$ cat src/tile_consts.svh
// tile fabric constants
`ifndef TILE_CONSTS_SVH
`define TILE_CONSTS_SVH

// link buffering, power of two
`define TILE_FIFO_DEPTH 2

// local endpoint memory, word count
`define TILE_MEM_WORDS 16

// tile id in the address top byte, y nibble over x nibble
`define TILE_ID_W 8

// full transaction address
`define TILE_ADDR_W 32

// read request tag carried in the payload
`define TILE_TAG_W 8

`endif

$ cat src/tile_pkg.sv
// tile fabric types
`include "tile_consts.svh"

package tile_pkg;

    typedef logic [`TILE_ID_W-1:0] t_tile_id; // [7:4] y, [3:0] x

    // port directions, also the index into a ready vector
    typedef enum logic [2:0] {
        NORTH = 3'd0,
        EAST  = 3'd1,
        SOUTH = 3'd2,
        WEST  = 3'd3,
        LOCAL = 3'd4
    } t_cardinal;

    typedef enum logic [1:0] {
        WR     = 2'd0,
        RD     = 2'd1,
        RD_RSP = 2'd2
    } t_opcode;

    // read request view of the data word
    typedef struct packed {
        t_tile_id                return_id; // tile that gets the response
        logic [`TILE_TAG_W-1:0]  tag;       // echoed in the response address
        logic [15:0]             spare;
    } t_rd_req;

    typedef union packed {
        logic [31:0] raw;    // write data or read data
        t_rd_req     rd_req;
    } t_payload;

    typedef struct packed {
        logic [`TILE_ADDR_W-1:0] address;   // [31:24] destination tile
        t_opcode                 opcode;
        t_payload                payload;
        t_cardinal               next_tile_fifo_arb_id; // fifo to use at the receiving tile
    } t_tile_trans;

    typedef logic [4:0] t_fab_ready; // one bit per downstream fifo

endpackage

$ cat src/link_fifo.sv
// per link transaction FIFO
`timescale 1ns/1ns
`include "tile_consts.svh"

module link_fifo
import tile_pkg::*;
(
    input  logic        clk,
    input  logic        rst_n,
    input  logic        wr_en,
    input  t_tile_trans wr_data,
    input  logic        rd_en,
    output t_tile_trans rd_data,
    output logic        not_empty,
    output logic        not_full
);

    localparam int DEPTH = `TILE_FIFO_DEPTH;
    localparam int PTR_W = $clog2(DEPTH);

    t_tile_trans      mem [DEPTH];
    logic [PTR_W-1:0] wr_ptr;
    logic [PTR_W-1:0] rd_ptr;
    logic [PTR_W:0]   count;   // one extra bit for the full state
    logic             push;
    logic             pop;

    assign not_empty = (count != '0);
    assign not_full  = (count != (PTR_W+1)'(DEPTH));
    assign push      = wr_en && not_full; // writes into a full fifo are refused
    assign pop       = rd_en && not_empty;
    assign rd_data   = mem[rd_ptr];       // head, no read latency

    always_ff @(posedge clk) begin
        if (!rst_n) begin
            wr_ptr <= '0;
            rd_ptr <= '0;
            count  <= '0;
        end else begin
            if (push) wr_ptr <= wr_ptr + 1'b1; // wraps at power of two
            if (pop)  rd_ptr <= rd_ptr + 1'b1;
            count <= count + {{PTR_W{1'b0}}, push} - {{PTR_W{1'b0}}, pop};
        end
    end

    always_ff @(posedge clk) begin
        if (push) mem[wr_ptr] <= wr_data;
    end

endmodule

$ cat src/local_mem_core.sv
// local memory endpoint
`timescale 1ns/1ns
`include "tile_consts.svh"

module local_mem_core
import tile_pkg::*;
(
    input  logic        clk,
    input  logic        rst_n,
    input  t_tile_id    local_tile_id,
    // from the router local output
    input  logic        core_in_valid,
    input  t_tile_trans core_in,
    output logic        core_ready,
    // read responses toward the router
    output logic        core_req_valid,
    output t_tile_trans core_req,
    input  logic        core_req_ready
);

    localparam int AW = $clog2(`TILE_MEM_WORDS);

    logic [31:0]   mem [`TILE_MEM_WORDS];
    logic [AW-1:0] word_idx;
    logic          accept;
    logic          is_wr;
    logic          is_rd;
    t_tile_trans   rsp_next;

    assign core_ready = !core_req_valid; // one response buffer
    assign accept     = core_in_valid && core_ready;
    assign word_idx   = core_in.address[AW+1:2];   // word aligned
    assign is_wr      = accept && (core_in.opcode == WR);
    assign is_rd      = accept && (core_in.opcode == RD);
    // a stray RD_RSP is accepted and dropped

    // response: return tile on top, then the responder, then the tag
    always_comb begin : build_rsp
        rsp_next = '0; // tag left zero, set by the tile route stage
        rsp_next.address = {core_in.payload.rd_req.return_id, local_tile_id, 8'h00,
                            core_in.payload.rd_req.tag};
        rsp_next.opcode      = RD_RSP;
        rsp_next.payload.raw = mem[word_idx];
    end

    // ==========================================================
    // storage and response buffer
    // ==========================================================
    always_ff @(posedge clk) begin
        if (is_wr) mem[word_idx] <= core_in.payload.raw; // done in the accept cycle
    end

    always_ff @(posedge clk) begin
        if (!rst_n) begin
            core_req_valid <= 1'b0;
        end else if (is_rd) begin
            core_req_valid <= 1'b1;          // next cycle after accept
        end else if (core_req_valid && core_req_ready) begin
            core_req_valid <= 1'b0;
        end
    end

    always_ff @(posedge clk) begin
        if (is_rd) core_req <= rsp_next;
    end

endmodule

$ cat src/mesh_tile.sv
// mesh tile top
`timescale 1ns/1ns

module mesh_tile
import tile_pkg::*;
(
    input  logic        clk,
    input  logic        rst_n,
    input  t_tile_id    local_tile_id,
    // north
    input  logic        in_north_req_valid,
    input  t_tile_trans in_north_req,
    output t_fab_ready  out_north_ready,
    output logic        out_north_req_valid,
    output t_tile_trans out_north_req,
    input  t_fab_ready  in_north_ready,
    // east
    input  logic        in_east_req_valid,
    input  t_tile_trans in_east_req,
    output t_fab_ready  out_east_ready,
    output logic        out_east_req_valid,
    output t_tile_trans out_east_req,
    input  t_fab_ready  in_east_ready,
    // south
    input  logic        in_south_req_valid,
    input  t_tile_trans in_south_req,
    output t_fab_ready  out_south_ready,
    output logic        out_south_req_valid,
    output t_tile_trans out_south_req,
    input  t_fab_ready  in_south_ready,
    // west
    input  logic        in_west_req_valid,
    input  t_tile_trans in_west_req,
    output t_fab_ready  out_west_ready,
    output logic        out_west_req_valid,
    output t_tile_trans out_west_req,
    input  t_fab_ready  in_west_ready
);

    logic        core_req_valid;
    t_tile_trans core_req;        // untagged
    logic        core_req_ready;
    t_tile_trans in_local_req;    // tagged for this tile
    t_fab_ready  in_local_ready;  // router local input space
    logic        out_local_req_valid;
    t_tile_trans out_local_req;
    logic        core_ready;
    t_cardinal   local_dir;

    // ==========================================================
    // local next hop, this tile is the receiving hop
    // ==========================================================
    next_hop_route u_local_route (
        .dest_id (core_req.address[31:24]),
        .hop_id  (local_tile_id),
        .hop_dir (local_dir)
    );

    always_comb begin
        in_local_req = core_req;
        in_local_req.next_tile_fifo_arb_id = local_dir;
    end

    assign core_req_ready = in_local_ready[local_dir]; // space in the chosen fifo

    // ==========================================================
    // router
    // ==========================================================
    tile_router u_router (
        .clk                 (clk),
        .rst_n               (rst_n),
        .local_tile_id       (local_tile_id),
        .in_north_req_valid  (in_north_req_valid),
        .in_north_req        (in_north_req),
        .out_north_ready     (out_north_ready),
        .out_north_req_valid (out_north_req_valid),
        .out_north_req       (out_north_req),
        .in_north_ready      (in_north_ready),
        .in_east_req_valid   (in_east_req_valid),
        .in_east_req         (in_east_req),
        .out_east_ready      (out_east_ready),
        .out_east_req_valid  (out_east_req_valid),
        .out_east_req        (out_east_req),
        .in_east_ready       (in_east_ready),
        .in_south_req_valid  (in_south_req_valid),
        .in_south_req        (in_south_req),
        .out_south_ready     (out_south_ready),
        .out_south_req_valid (out_south_req_valid),
        .out_south_req       (out_south_req),
        .in_south_ready      (in_south_ready),
        .in_west_req_valid   (in_west_req_valid),
        .in_west_req         (in_west_req),
        .out_west_ready      (out_west_ready),
        .out_west_req_valid  (out_west_req_valid),
        .out_west_req        (out_west_req),
        .in_west_ready       (in_west_ready),
        .in_local_req_valid  (core_req_valid),
        .in_local_req        (in_local_req),
        .out_local_ready     (in_local_ready),
        .out_local_req_valid (out_local_req_valid),
        .out_local_req       (out_local_req),
        .in_local_ready      ({5{core_ready}}) // core takes from any fifo
    );

    // ==========================================================
    // memory endpoint
    // ==========================================================
    local_mem_core u_core (
        .clk            (clk),
        .rst_n          (rst_n),
        .local_tile_id  (local_tile_id),
        .core_in_valid  (out_local_req_valid),
        .core_in        (out_local_req),
        .core_ready     (core_ready),
        .core_req_valid (core_req_valid),
        .core_req       (core_req),
        .core_req_ready (core_req_ready)
    );

endmodule

$ cat src/next_hop_route.sv
// xy next hop direction
`timescale 1ns/1ns
`include "tile_consts.svh"

module next_hop_route
import tile_pkg::*;
(
    input  t_tile_id  dest_id,
    input  t_tile_id  hop_id,  // tile that will receive the transaction
    output t_cardinal hop_dir  // fifo that tile must use
);

    localparam int XW = `TILE_ID_W / 2;

    logic [XW-1:0] dest_x;
    logic [XW-1:0] dest_y;
    logic [XW-1:0] hop_x;
    logic [XW-1:0] hop_y;

    assign dest_x = dest_id[XW-1:0];
    assign dest_y = dest_id[`TILE_ID_W-1:XW];
    assign hop_x  = hop_id[XW-1:0];
    assign hop_y  = hop_id[`TILE_ID_W-1:XW];

    // x first, then y; y grows toward the south
    always_comb begin : xy_pick
        if (dest_x > hop_x) begin
            hop_dir = EAST;
        end else if (dest_x < hop_x) begin
            hop_dir = WEST;
        end else if (dest_y > hop_y) begin
            hop_dir = SOUTH;
        end else if (dest_y < hop_y) begin
            hop_dir = NORTH;
        end else begin
            hop_dir = LOCAL; // arrived
        end
    end

endmodule

$ cat src/out_port_arb.sv
// round-robin output arbiter
`timescale 1ns/1ns
`include "tile_consts.svh"

module out_port_arb
import tile_pkg::*;
#(
    parameter t_cardinal OUT_DIR = LOCAL
)(
    input  logic        clk,
    input  logic        rst_n,
    input  t_tile_id    local_tile_id,
    input  logic [4:0]  src_valid,      // fifo heads aimed at this output
    input  t_tile_trans src_trans [5],
    output logic [4:0]  src_pop,
    output logic        out_valid,
    output t_tile_trans out_trans,
    input  t_fab_ready  out_ready       // neighbor fifo space
);

    localparam int XW = `TILE_ID_W / 2;

    logic [2:0]  rr_ptr;   // first source to look at
    logic [2:0]  gnt_idx;
    logic        gnt_vld;
    logic        xfer;
    logic        load;
    t_tile_id    nbr_id;
    t_cardinal   nbr_dir;
    t_tile_trans gnt_trans;
    t_tile_trans load_trans;

    // ==========================================================
    // grant
    // ==========================================================
    assign xfer = out_valid && out_ready[out_trans.next_tile_fifo_arb_id];
    assign load = gnt_vld && (!out_valid || xfer); // empty or draining this cycle

    always_comb begin : rr_pick
        int unsigned slot;
        gnt_vld = 1'b0;
        gnt_idx = '0;
        for (int i = 0; i < 5; i++) begin
            slot = (int'(rr_ptr) + i) % 5;
            if (!gnt_vld && src_valid[slot]) begin
                gnt_vld = 1'b1;
                gnt_idx = 3'(slot);
            end
        end
    end

    always_comb begin
        src_pop = '0;
        if (load) src_pop[gnt_idx] = 1'b1;
    end

    assign gnt_trans = src_trans[gnt_idx];

    // ==========================================================
    // next hop tag
    // ==========================================================
    always_comb begin : nbr_calc
        nbr_id = local_tile_id;
        case (OUT_DIR)
            EAST:    nbr_id[XW-1:0] = local_tile_id[XW-1:0] + XW'(1);
            WEST:    nbr_id[XW-1:0] = local_tile_id[XW-1:0] - XW'(1);
            NORTH:   nbr_id[`TILE_ID_W-1:XW] = local_tile_id[`TILE_ID_W-1:XW] - XW'(1);
            SOUTH:   nbr_id[`TILE_ID_W-1:XW] = local_tile_id[`TILE_ID_W-1:XW] + XW'(1);
            default: ; // local, same tile
        endcase
    end

    next_hop_route u_route (
        .dest_id (gnt_trans.address[`TILE_ADDR_W-1 -: `TILE_ID_W]),
        .hop_id  (nbr_id),
        .hop_dir (nbr_dir)
    );

    always_comb begin
        load_trans = gnt_trans;
        load_trans.next_tile_fifo_arb_id = (OUT_DIR == LOCAL) ? LOCAL : nbr_dir;
    end

    // ==========================================================
    // output register
    // ==========================================================
    always_ff @(posedge clk) begin
        if (!rst_n) begin
            out_valid <= 1'b0;
            rr_ptr    <= '0;
        end else if (load) begin
            out_valid <= 1'b1;
            rr_ptr    <= (gnt_idx == 3'd4) ? 3'd0 : gnt_idx + 3'd1; // past the winner
        end else if (xfer) begin
            out_valid <= 1'b0;
        end
    end

    always_ff @(posedge clk) begin
        if (load) out_trans <= load_trans; // held until transfer
    end

endmodule

$ cat src/tile_router.sv
// five port mesh router
`timescale 1ns/1ns

module tile_router
import tile_pkg::*;
(
    input  logic        clk,
    input  logic        rst_n,
    input  t_tile_id    local_tile_id,
    // ==========================================================
    // north
    input  logic        in_north_req_valid,
    input  t_tile_trans in_north_req,
    output t_fab_ready  out_north_ready,
    output logic        out_north_req_valid,
    output t_tile_trans out_north_req,
    input  t_fab_ready  in_north_ready,
    // ==========================================================
    // east
    input  logic        in_east_req_valid,
    input  t_tile_trans in_east_req,
    output t_fab_ready  out_east_ready,
    output logic        out_east_req_valid,
    output t_tile_trans out_east_req,
    input  t_fab_ready  in_east_ready,
    // ==========================================================
    // south
    input  logic        in_south_req_valid,
    input  t_tile_trans in_south_req,
    output t_fab_ready  out_south_ready,
    output logic        out_south_req_valid,
    output t_tile_trans out_south_req,
    input  t_fab_ready  in_south_ready,
    // ==========================================================
    // west
    input  logic        in_west_req_valid,
    input  t_tile_trans in_west_req,
    output t_fab_ready  out_west_ready,
    output logic        out_west_req_valid,
    output t_tile_trans out_west_req,
    input  t_fab_ready  in_west_ready,
    // ==========================================================
    // local
    input  logic        in_local_req_valid,
    input  t_tile_trans in_local_req,
    output t_fab_ready  out_local_ready,
    output logic        out_local_req_valid,
    output t_tile_trans out_local_req,
    input  t_fab_ready  in_local_ready
);

    logic        in_vld   [5];    // by input
    t_tile_trans in_trn   [5];
    t_fab_ready  in_nf    [5];    // [input] bit per output
    logic        arb_vld  [5];    // by output
    t_tile_trans arb_trn  [5];
    t_fab_ready  ds_rdy   [5];
    logic [4:0]  head_vld [5];    // [output] bit per input
    logic [4:0]  head_pop [5];
    t_tile_trans head_trn [5][5]; // [output][input]

    // side ports into arrays
    assign in_vld[NORTH] = in_north_req_valid;
    assign in_vld[EAST]  = in_east_req_valid;
    assign in_vld[SOUTH] = in_south_req_valid;
    assign in_vld[WEST]  = in_west_req_valid;
    assign in_vld[LOCAL] = in_local_req_valid;
    assign in_trn[NORTH] = in_north_req;
    assign in_trn[EAST]  = in_east_req;
    assign in_trn[SOUTH] = in_south_req;
    assign in_trn[WEST]  = in_west_req;
    assign in_trn[LOCAL] = in_local_req;
    assign ds_rdy[NORTH] = in_north_ready;
    assign ds_rdy[EAST]  = in_east_ready;
    assign ds_rdy[SOUTH] = in_south_ready;
    assign ds_rdy[WEST]  = in_west_ready;
    assign ds_rdy[LOCAL] = in_local_ready;

    assign out_north_ready = in_nf[NORTH];
    assign out_east_ready  = in_nf[EAST];
    assign out_south_ready = in_nf[SOUTH];
    assign out_west_ready  = in_nf[WEST];
    assign out_local_ready = in_nf[LOCAL];

    assign out_north_req_valid = arb_vld[NORTH];
    assign out_east_req_valid  = arb_vld[EAST];
    assign out_south_req_valid = arb_vld[SOUTH];
    assign out_west_req_valid  = arb_vld[WEST];
    assign out_local_req_valid = arb_vld[LOCAL];
    assign out_north_req = arb_trn[NORTH];
    assign out_east_req  = arb_trn[EAST];
    assign out_south_req = arb_trn[SOUTH];
    assign out_west_req  = arb_trn[WEST];
    assign out_local_req = arb_trn[LOCAL];

    // ==========================================================
    // input demux into fifos, picked by the arriving tag
    // ==========================================================
    for (genvar gi = 0; gi < 5; gi++) begin : g_in
        for (genvar go = 0; go < 5; go++) begin : g_out
            if (gi == go) begin : g_uturn
                assign in_nf[gi][go]    = 1'b0; // no way back out the same side
                assign head_vld[go][gi] = 1'b0;
                assign head_trn[go][gi] = '0;
            end else begin : g_fifo
                link_fifo u_fifo (
                    .clk       (clk),
                    .rst_n     (rst_n),
                    .wr_en     (in_vld[gi] && (in_trn[gi].next_tile_fifo_arb_id == 3'(go))),
                    .wr_data   (in_trn[gi]),
                    .rd_en     (head_pop[go][gi]),
                    .rd_data   (head_trn[go][gi]),
                    .not_empty (head_vld[go][gi]),
                    .not_full  (in_nf[gi][go])
                );
            end
        end
    end

    // ==========================================================
    // output arbiters
    // ==========================================================
    for (genvar go = 0; go < 5; go++) begin : g_arb
        out_port_arb #(
            .OUT_DIR (t_cardinal'(go))
        ) u_arb (
            .clk           (clk),
            .rst_n         (rst_n),
            .local_tile_id (local_tile_id),
            .src_valid     (head_vld[go]),
            .src_trans     (head_trn[go]),
            .src_pop       (head_pop[go]),
            .out_valid     (arb_vld[go]),
            .out_trans     (arb_trn[go]),
            .out_ready     (ds_rdy[go])
        );
    end

endmodule
$ cat config.mk
export PLATFORM = sky130hd
export DESIGN_NAME = mesh_tile
export DESIGN_NICKNAME = d
export VERILOG_FILES = /design/src/tile_pkg.sv /design/src/link_fifo.sv /design/src/local_mem_core.sv /design/src/mesh_tile.sv /design/src/next_hop_route.sv /design/src/out_port_arb.sv /design/src/tile_router.sv
export VERILOG_INCLUDE_DIRS = /design/src
export SDC_FILE = /design/constraint.sdc
export NUM_CORES = 2
export LEC_CHECK = 0
export BUFFER_PORTS_ARGS = -buffer_cell sky130_fd_sc_hd__buf_2
export CORE_ASPECT_RATIO = 0.9
export CORE_MARGIN = 2
export CORE_UTILIZATION = 29
export DETAILED_ROUTE_END_ITERATION = 10
export PLACE_DENSITY = 0.4
export REMOVE_ABC_BUFFERS = 1
export SYNTH_ARGS = -nofsm -noshare
export SYNTH_HDL_FRONTEND = slang
export SYNTH_SLANG_ARGS = --single-unit
export TNS_END_PERCENT = 30
$ cat constraint.sdc
create_clock -name clk -period 8.4 [get_ports clk]
set_clock_uncertainty 0.2 [all_clocks]
set_input_delay 0.84 -clock clk [delete_from_list [all_inputs] [get_ports clk]]
set_output_delay 0.84 -clock clk [all_outputs]
set_load 0.03 [all_outputs]
==> results.py <==
metrics = {
    "cts": {
        "cts_root_buffer": "clkbuf_16",
        "clock_latency_ns": 0.99,
        "cts.sinks": 3339,
        "cts_setup_buffers": 0,
        "clockBufferDepth": 4,
        "cts_max_level": 5,
        "numCtsBuffers": 380,
        "cts_tree": "yes",
        "clk_pin_slew_ns": 0.06,
    },
    "floorplanning": {
        "row_count": 238,
        "fp.dieArea_um2": 474000,
        "fp.dieH_um": 654,
        "initial_core_util_pct": 29.1,
        "die_x_um": 726,
        "io_pins": 610,
        "core_area_um2": 467000,
    },
    "logic_synthesis": {
        "muxShareOfSynthArea_pct": 13.9,
        "synth_adder_area_share_pct": 1.80,
        "synth_top_family_by_area": "multiplexers",
        "ys_seq_elements": 3339,
        "postSynth.asyncResetShare_pct": 0,
        "ys_types": 109,
        "synth-simple-area-share_pct": 3.91,
        "netlist_area_um2": 136000,
        "syn_area_per_cell_um2": 17.3,
        "synth_edf_count": 3218,
        "synth_top_cells_by_area": "edfxtp_1 71%, mux2i_1 9.2%, mux4_2 2.8%, mux2_2 1.9%, dfxtp_1 1.8%",
        "synth_xor_area_share_pct": 0.682,
        "synth_top_area_share_pct": 71.1,
        "yosysTopAreaCell": "edfxtp_1",
        "yosysSeqAreaShare_pct": 72.8,
        "yosysWarnings": 0,
        "synth_ff_type": "edfxtp_1",
        "syn_inst": 7843,
        "synth_compound_area_share_pct": 5.09,
    },
    "critical_path": {
        "crit_slowest_cell": "a2111oi_4",
        "ff2ff_path_depth": 24,
        "slowest_delay_ns": 0.69,
        "cp_data_arrival_time_ns": 8.38,
        "cp_top_family": "compound AO/OA/AOI/OAI gates",
        "worst_path_most_repeated_cell": "ha_1",
        "critPathMaxFanout": 28,
        "start_kind": "register",
        "cp_cell_sequence": "inv_1 > ha_2 > clkinv_1 > ha_1 > or3b_2 > o22ai_1 > or2_2 > ha_1 > nand2b_1 > nand3_1 > o221ai_1 > and3_1 > a21oi_1 > a2111oi_4 > o21a_4 > or2_4 > buf_6 > o2111ai_1 > o221ai_1 > ha_1 > o21a_1 > o21ai_0 > nand2b_1 > nand2_1",
        "path_buf_inv": 3,
        "cp.depth": 24,
        "worst_r2r_startpoint": "u_router.g_arb[3].u_arb.rr_ptr[1]",
        "crit_type": "register to register",
        "critPathCaptureType": "register",
        "rr_endpoint": "u_router.g_arb[3].u_arb.out_trans[1]",
        "critPathRequiredTime_ns": 8.92,
        "r2r_slack_ns": 0.54,
    },
    "placed_design": {
        "dp_cells": 14500,
        "dp_hpwl_um": 350000,
        "place_area_um2": 147000,
        "globalplace.congestion": 0.822,
        "io_buffer_count": 605,
    },
    "drt": {
        "wl_per_cell_um": 35.6,
        "drc": 0,
        "vias_per_cell": 5.15,
        "drt_iter0_drc": 7932,
        "drt_wl_total_um": 548000,
        "drt_pass1_iterations": 8,
        "ant_nets": 0,
        "route.vias.total": 79400,
    },
    "global_routing": {
        "grt_usage_pct": 22.4,
        "grt_pass1_vias": 78100,
        "grt_pass1_wl_um": 721000,
        "grt_max_degree": 87,
        "antenna_found_initial": 120,
        "gr-total-overflow": 0,
    },
    "layout": {
        "syn2layout_area_growth_pct": 18.8,
        "fill_cells": 44600,
        "drive_above_1_share_pct": 21.0,
        "nNetsFinal": 9325,
        "final_cell_area_um2": 162000,
        "finalNonFillerCells": 15400,
    },
    "pwr": {
        "leakagePower_nw": 52.4,
        "power.density_nw_per_um2": 479,
        "vdd_drop_max_v": 0.000821,
    },
    "timing": {
        "min_period_ns": 7.86,
        "relSlewSlack_pct": 0.566,
        "hold_violations": 0,
        "rsz0062_at_grt": "false",
        "tightest_slew_ns": 1.49,
        "fin_crit_sh_pct": 93.6,
        "setup_viol": 0,
        "maxSlewViolCount": 0,
        "fmax_mhz": 127,
    },
    "run": {
        "timing.max_cap.violations": 0,
    },
    "min_path": {
        "hold_path.startpoint": "in_south_req[32]",
        "hp-class": "input port to register",
        "hold_end": "u_router.g_in[2].g_out[4].g_fifo.u_fifo.mem[0][32]",
        "holdPathStages": 1,
    },
    "run_status": {
        "outcome": "finished, final reports clean",
    },
}
## where the power goes
group	total, W	internal, W	switching [W]
Combinational	0.0366	0.0109	0.0257
Sequential	0.0246	0.0223	0.00230
Clock	0.0161	0.00916	0.00696
Total	0.0774	0.0424	0.0350
## cells in the final DEF (no fill, tap or decap), drive strengths merged, types with 121 or more instances in the layout
master	n
dlygate4sd3	206
o221ai	122
inv	154
dfxtp	121
ha	192
edfxtp	3218
nand2	227
mux2i	1247
clkinv	158
mux2	235
nor2	278
clkbuf	496
mux4	168
buf	816
o21ai	136
## per-stage QoR
| stage | utilization, % | setup WS [ns] | power [W] | hold WS [ns] | setup TNS [ns] |
|---|---|---|---|---|---|
| 2_1_floorplan | - | -2.34 | 0.0425 | 0.252 | -248.78 |
| 3_3_place_gp | 31.6 | 0.250 | 0.0614 | 0.252 | 0 |
| 4_1_cts | 34.6 | 0.426 | 0.0779 | 0.000106 | 0 |
| 5_1_grt | 34.6 | 0.0105 | 0.0801 | 0.0182 | 0 |
| 3_5_place_dp | 31.6 | 0.409 | 0.0615 | 0.259 | 0 |
| 6_report | 34.6 | 0.542 | 0.0774 | 0.0689 | 0 |
## layout make-up
class / count / area [um2] / share of cell area (%)
Multi-Input combinational cell: 3935 / 35100 / 21.8
Clock buffer: 496 / 10000 / 6.19
Clock inverter: 204 / 1890 / 1.17
Timing Repair Buffer: 1022 / 6920 / 4.28
Inverter: 143 / 564 / 0.349
Tap cell: 6240 / 7810 / 4.83
Sequential cell: 3339 / 99100 / 61.4
Antenna cell: 37 / 92.6 / 0.0573
## synth_stat cells, types with 16 or more instances
library cell / number
or2_2: 23
a21o_1: 75
mux2i_1: 1247
nor2b_1: 51
dfxtp_1: 121
mux2_2: 233
clkbuf_1: 301
edfxtp_1: 3218
nand4_1: 26
a211oi_1: 37
or3_1: 22
nor3_1: 115
buf_4: 33
buf_2: 66
inv_1: 123
xnor2_1: 80
inv_2: 16
and2_1: 40
o221ai_1: 122
nand2b_1: 68
o22ai_1: 75
a21oi_1: 97
nand3_1: 99
o2111ai_1: 57
o21ai_0: 125
a31o_2: 20
a31oi_1: 20
o211ai_1: 18
o21a_1: 28
a311o_1: 55
mux4_2: 168
nand2_1: 227
ha_1: 192
buf_1: 23
nor2_1: 278
xor2_1: 24
## layer usage
metal	global-route usage [%]	part of all wire, %	vias to the layer above
met3	3.14	5.2	646
met2	37.8	48	2675
met1	30.8	45	42800
met4	4.51	2.2	32
met5	0	0.038	-
li1	-	-	33200
## worst register-to-register path, stage by stage (launching register included)
cell	delay, ns
dfxtp_1	0.61
inv_1	0.34
ha_2	0.62
clkinv_1	0.31
ha_1	0.33
or3b_2	0.45
o22ai_1	0.26
or2_2	0.22
ha_1	0.15
nand2b_1	0.14
nand3_1	0.08
o221ai_1	0.43
and3_1	0.25
a21oi_1	0.10
a2111oi_4	0.69
o21a_4	0.46
or2_4	0.31
buf_6	0.46
o2111ai_1	0.22
o221ai_1	0.17
ha_1	0.31
o21a_1	0.10
o21ai_0	0.18
nand2b_1	0.14
nand2_1	0.06
## how the worst max path moves through the flow
stage	to	slack, ns	startpoint
2_1_floorplan	u_router.g_in[3].g_out[4].g_fifo.u_fifo.count[1]	-2.34	u_router.g_arb[4].u_arb.rr_ptr[0]
3_3_place_gp	u_router.g_arb[3].u_arb.out_trans[1]	0.25	u_router.g_arb[3].u_arb.rr_ptr[1]
3_5_place_dp	u_router.g_arb[3].u_arb.out_trans[1]	0.41	u_router.g_arb[3].u_arb.rr_ptr[1]
4_1_cts	u_router.g_arb[3].u_arb.out_trans[1]	0.43	u_router.g_arb[3].u_arb.rr_ptr[1]
5_1_grt	u_router.g_arb[3].u_arb.out_trans[1]	0.01	u_router.g_arb[3].u_arb.rr_ptr[1]
6_report	u_router.g_arb[3].u_arb.out_trans[1]	0.54	u_router.g_arb[3].u_arb.rr_ptr[1]
## timing repair
action                                  in CTS  in global routing
gates resized for setup                      0                  5
hold endpoints to repair                  1319                  0
hold buffers                               206                  0
endpoints found under the setup margin       0                  3
## cells by family (layout without fill, tap and decap cells)
group | Yosys count | count (layout)
compound gates | 923 | 924
xor+xnor | 105 | 105
fa+ha+maj | 195 | 195
buf+inv | 573 | 1865
flops | 3339 | 3339
mux | 1650 | 1650
other cells | 1 | 41
simple gates | 1057 | 1057
## sequential cells by signal (all words and copies together) (netlist names), 5 cells and up, named ones only
| name | cells |
|---|---|
| u_core.core_req | 56 |
| u_core.mem | 512 |
| u_router.g_arb.u_arb.out_trans | 314 |
| u_router.g_arb.u_arb.out_valid | 5 |
| u_router.g_arb.u_arb.rr_ptr | 15 |
| u_router.g_in.g_out.g_fifo.u_fifo.count | 40 |
| u_router.g_in.g_out.g_fifo.u_fifo.mem | 2336 |
| u_router.g_in.g_out.g_fifo.u_fifo.rd_ptr | 20 |
| u_router.g_in.g_out.g_fifo.u_fifo.wr_ptr | 20 |
Note: power is estimated with default switching activity, not from simulation.
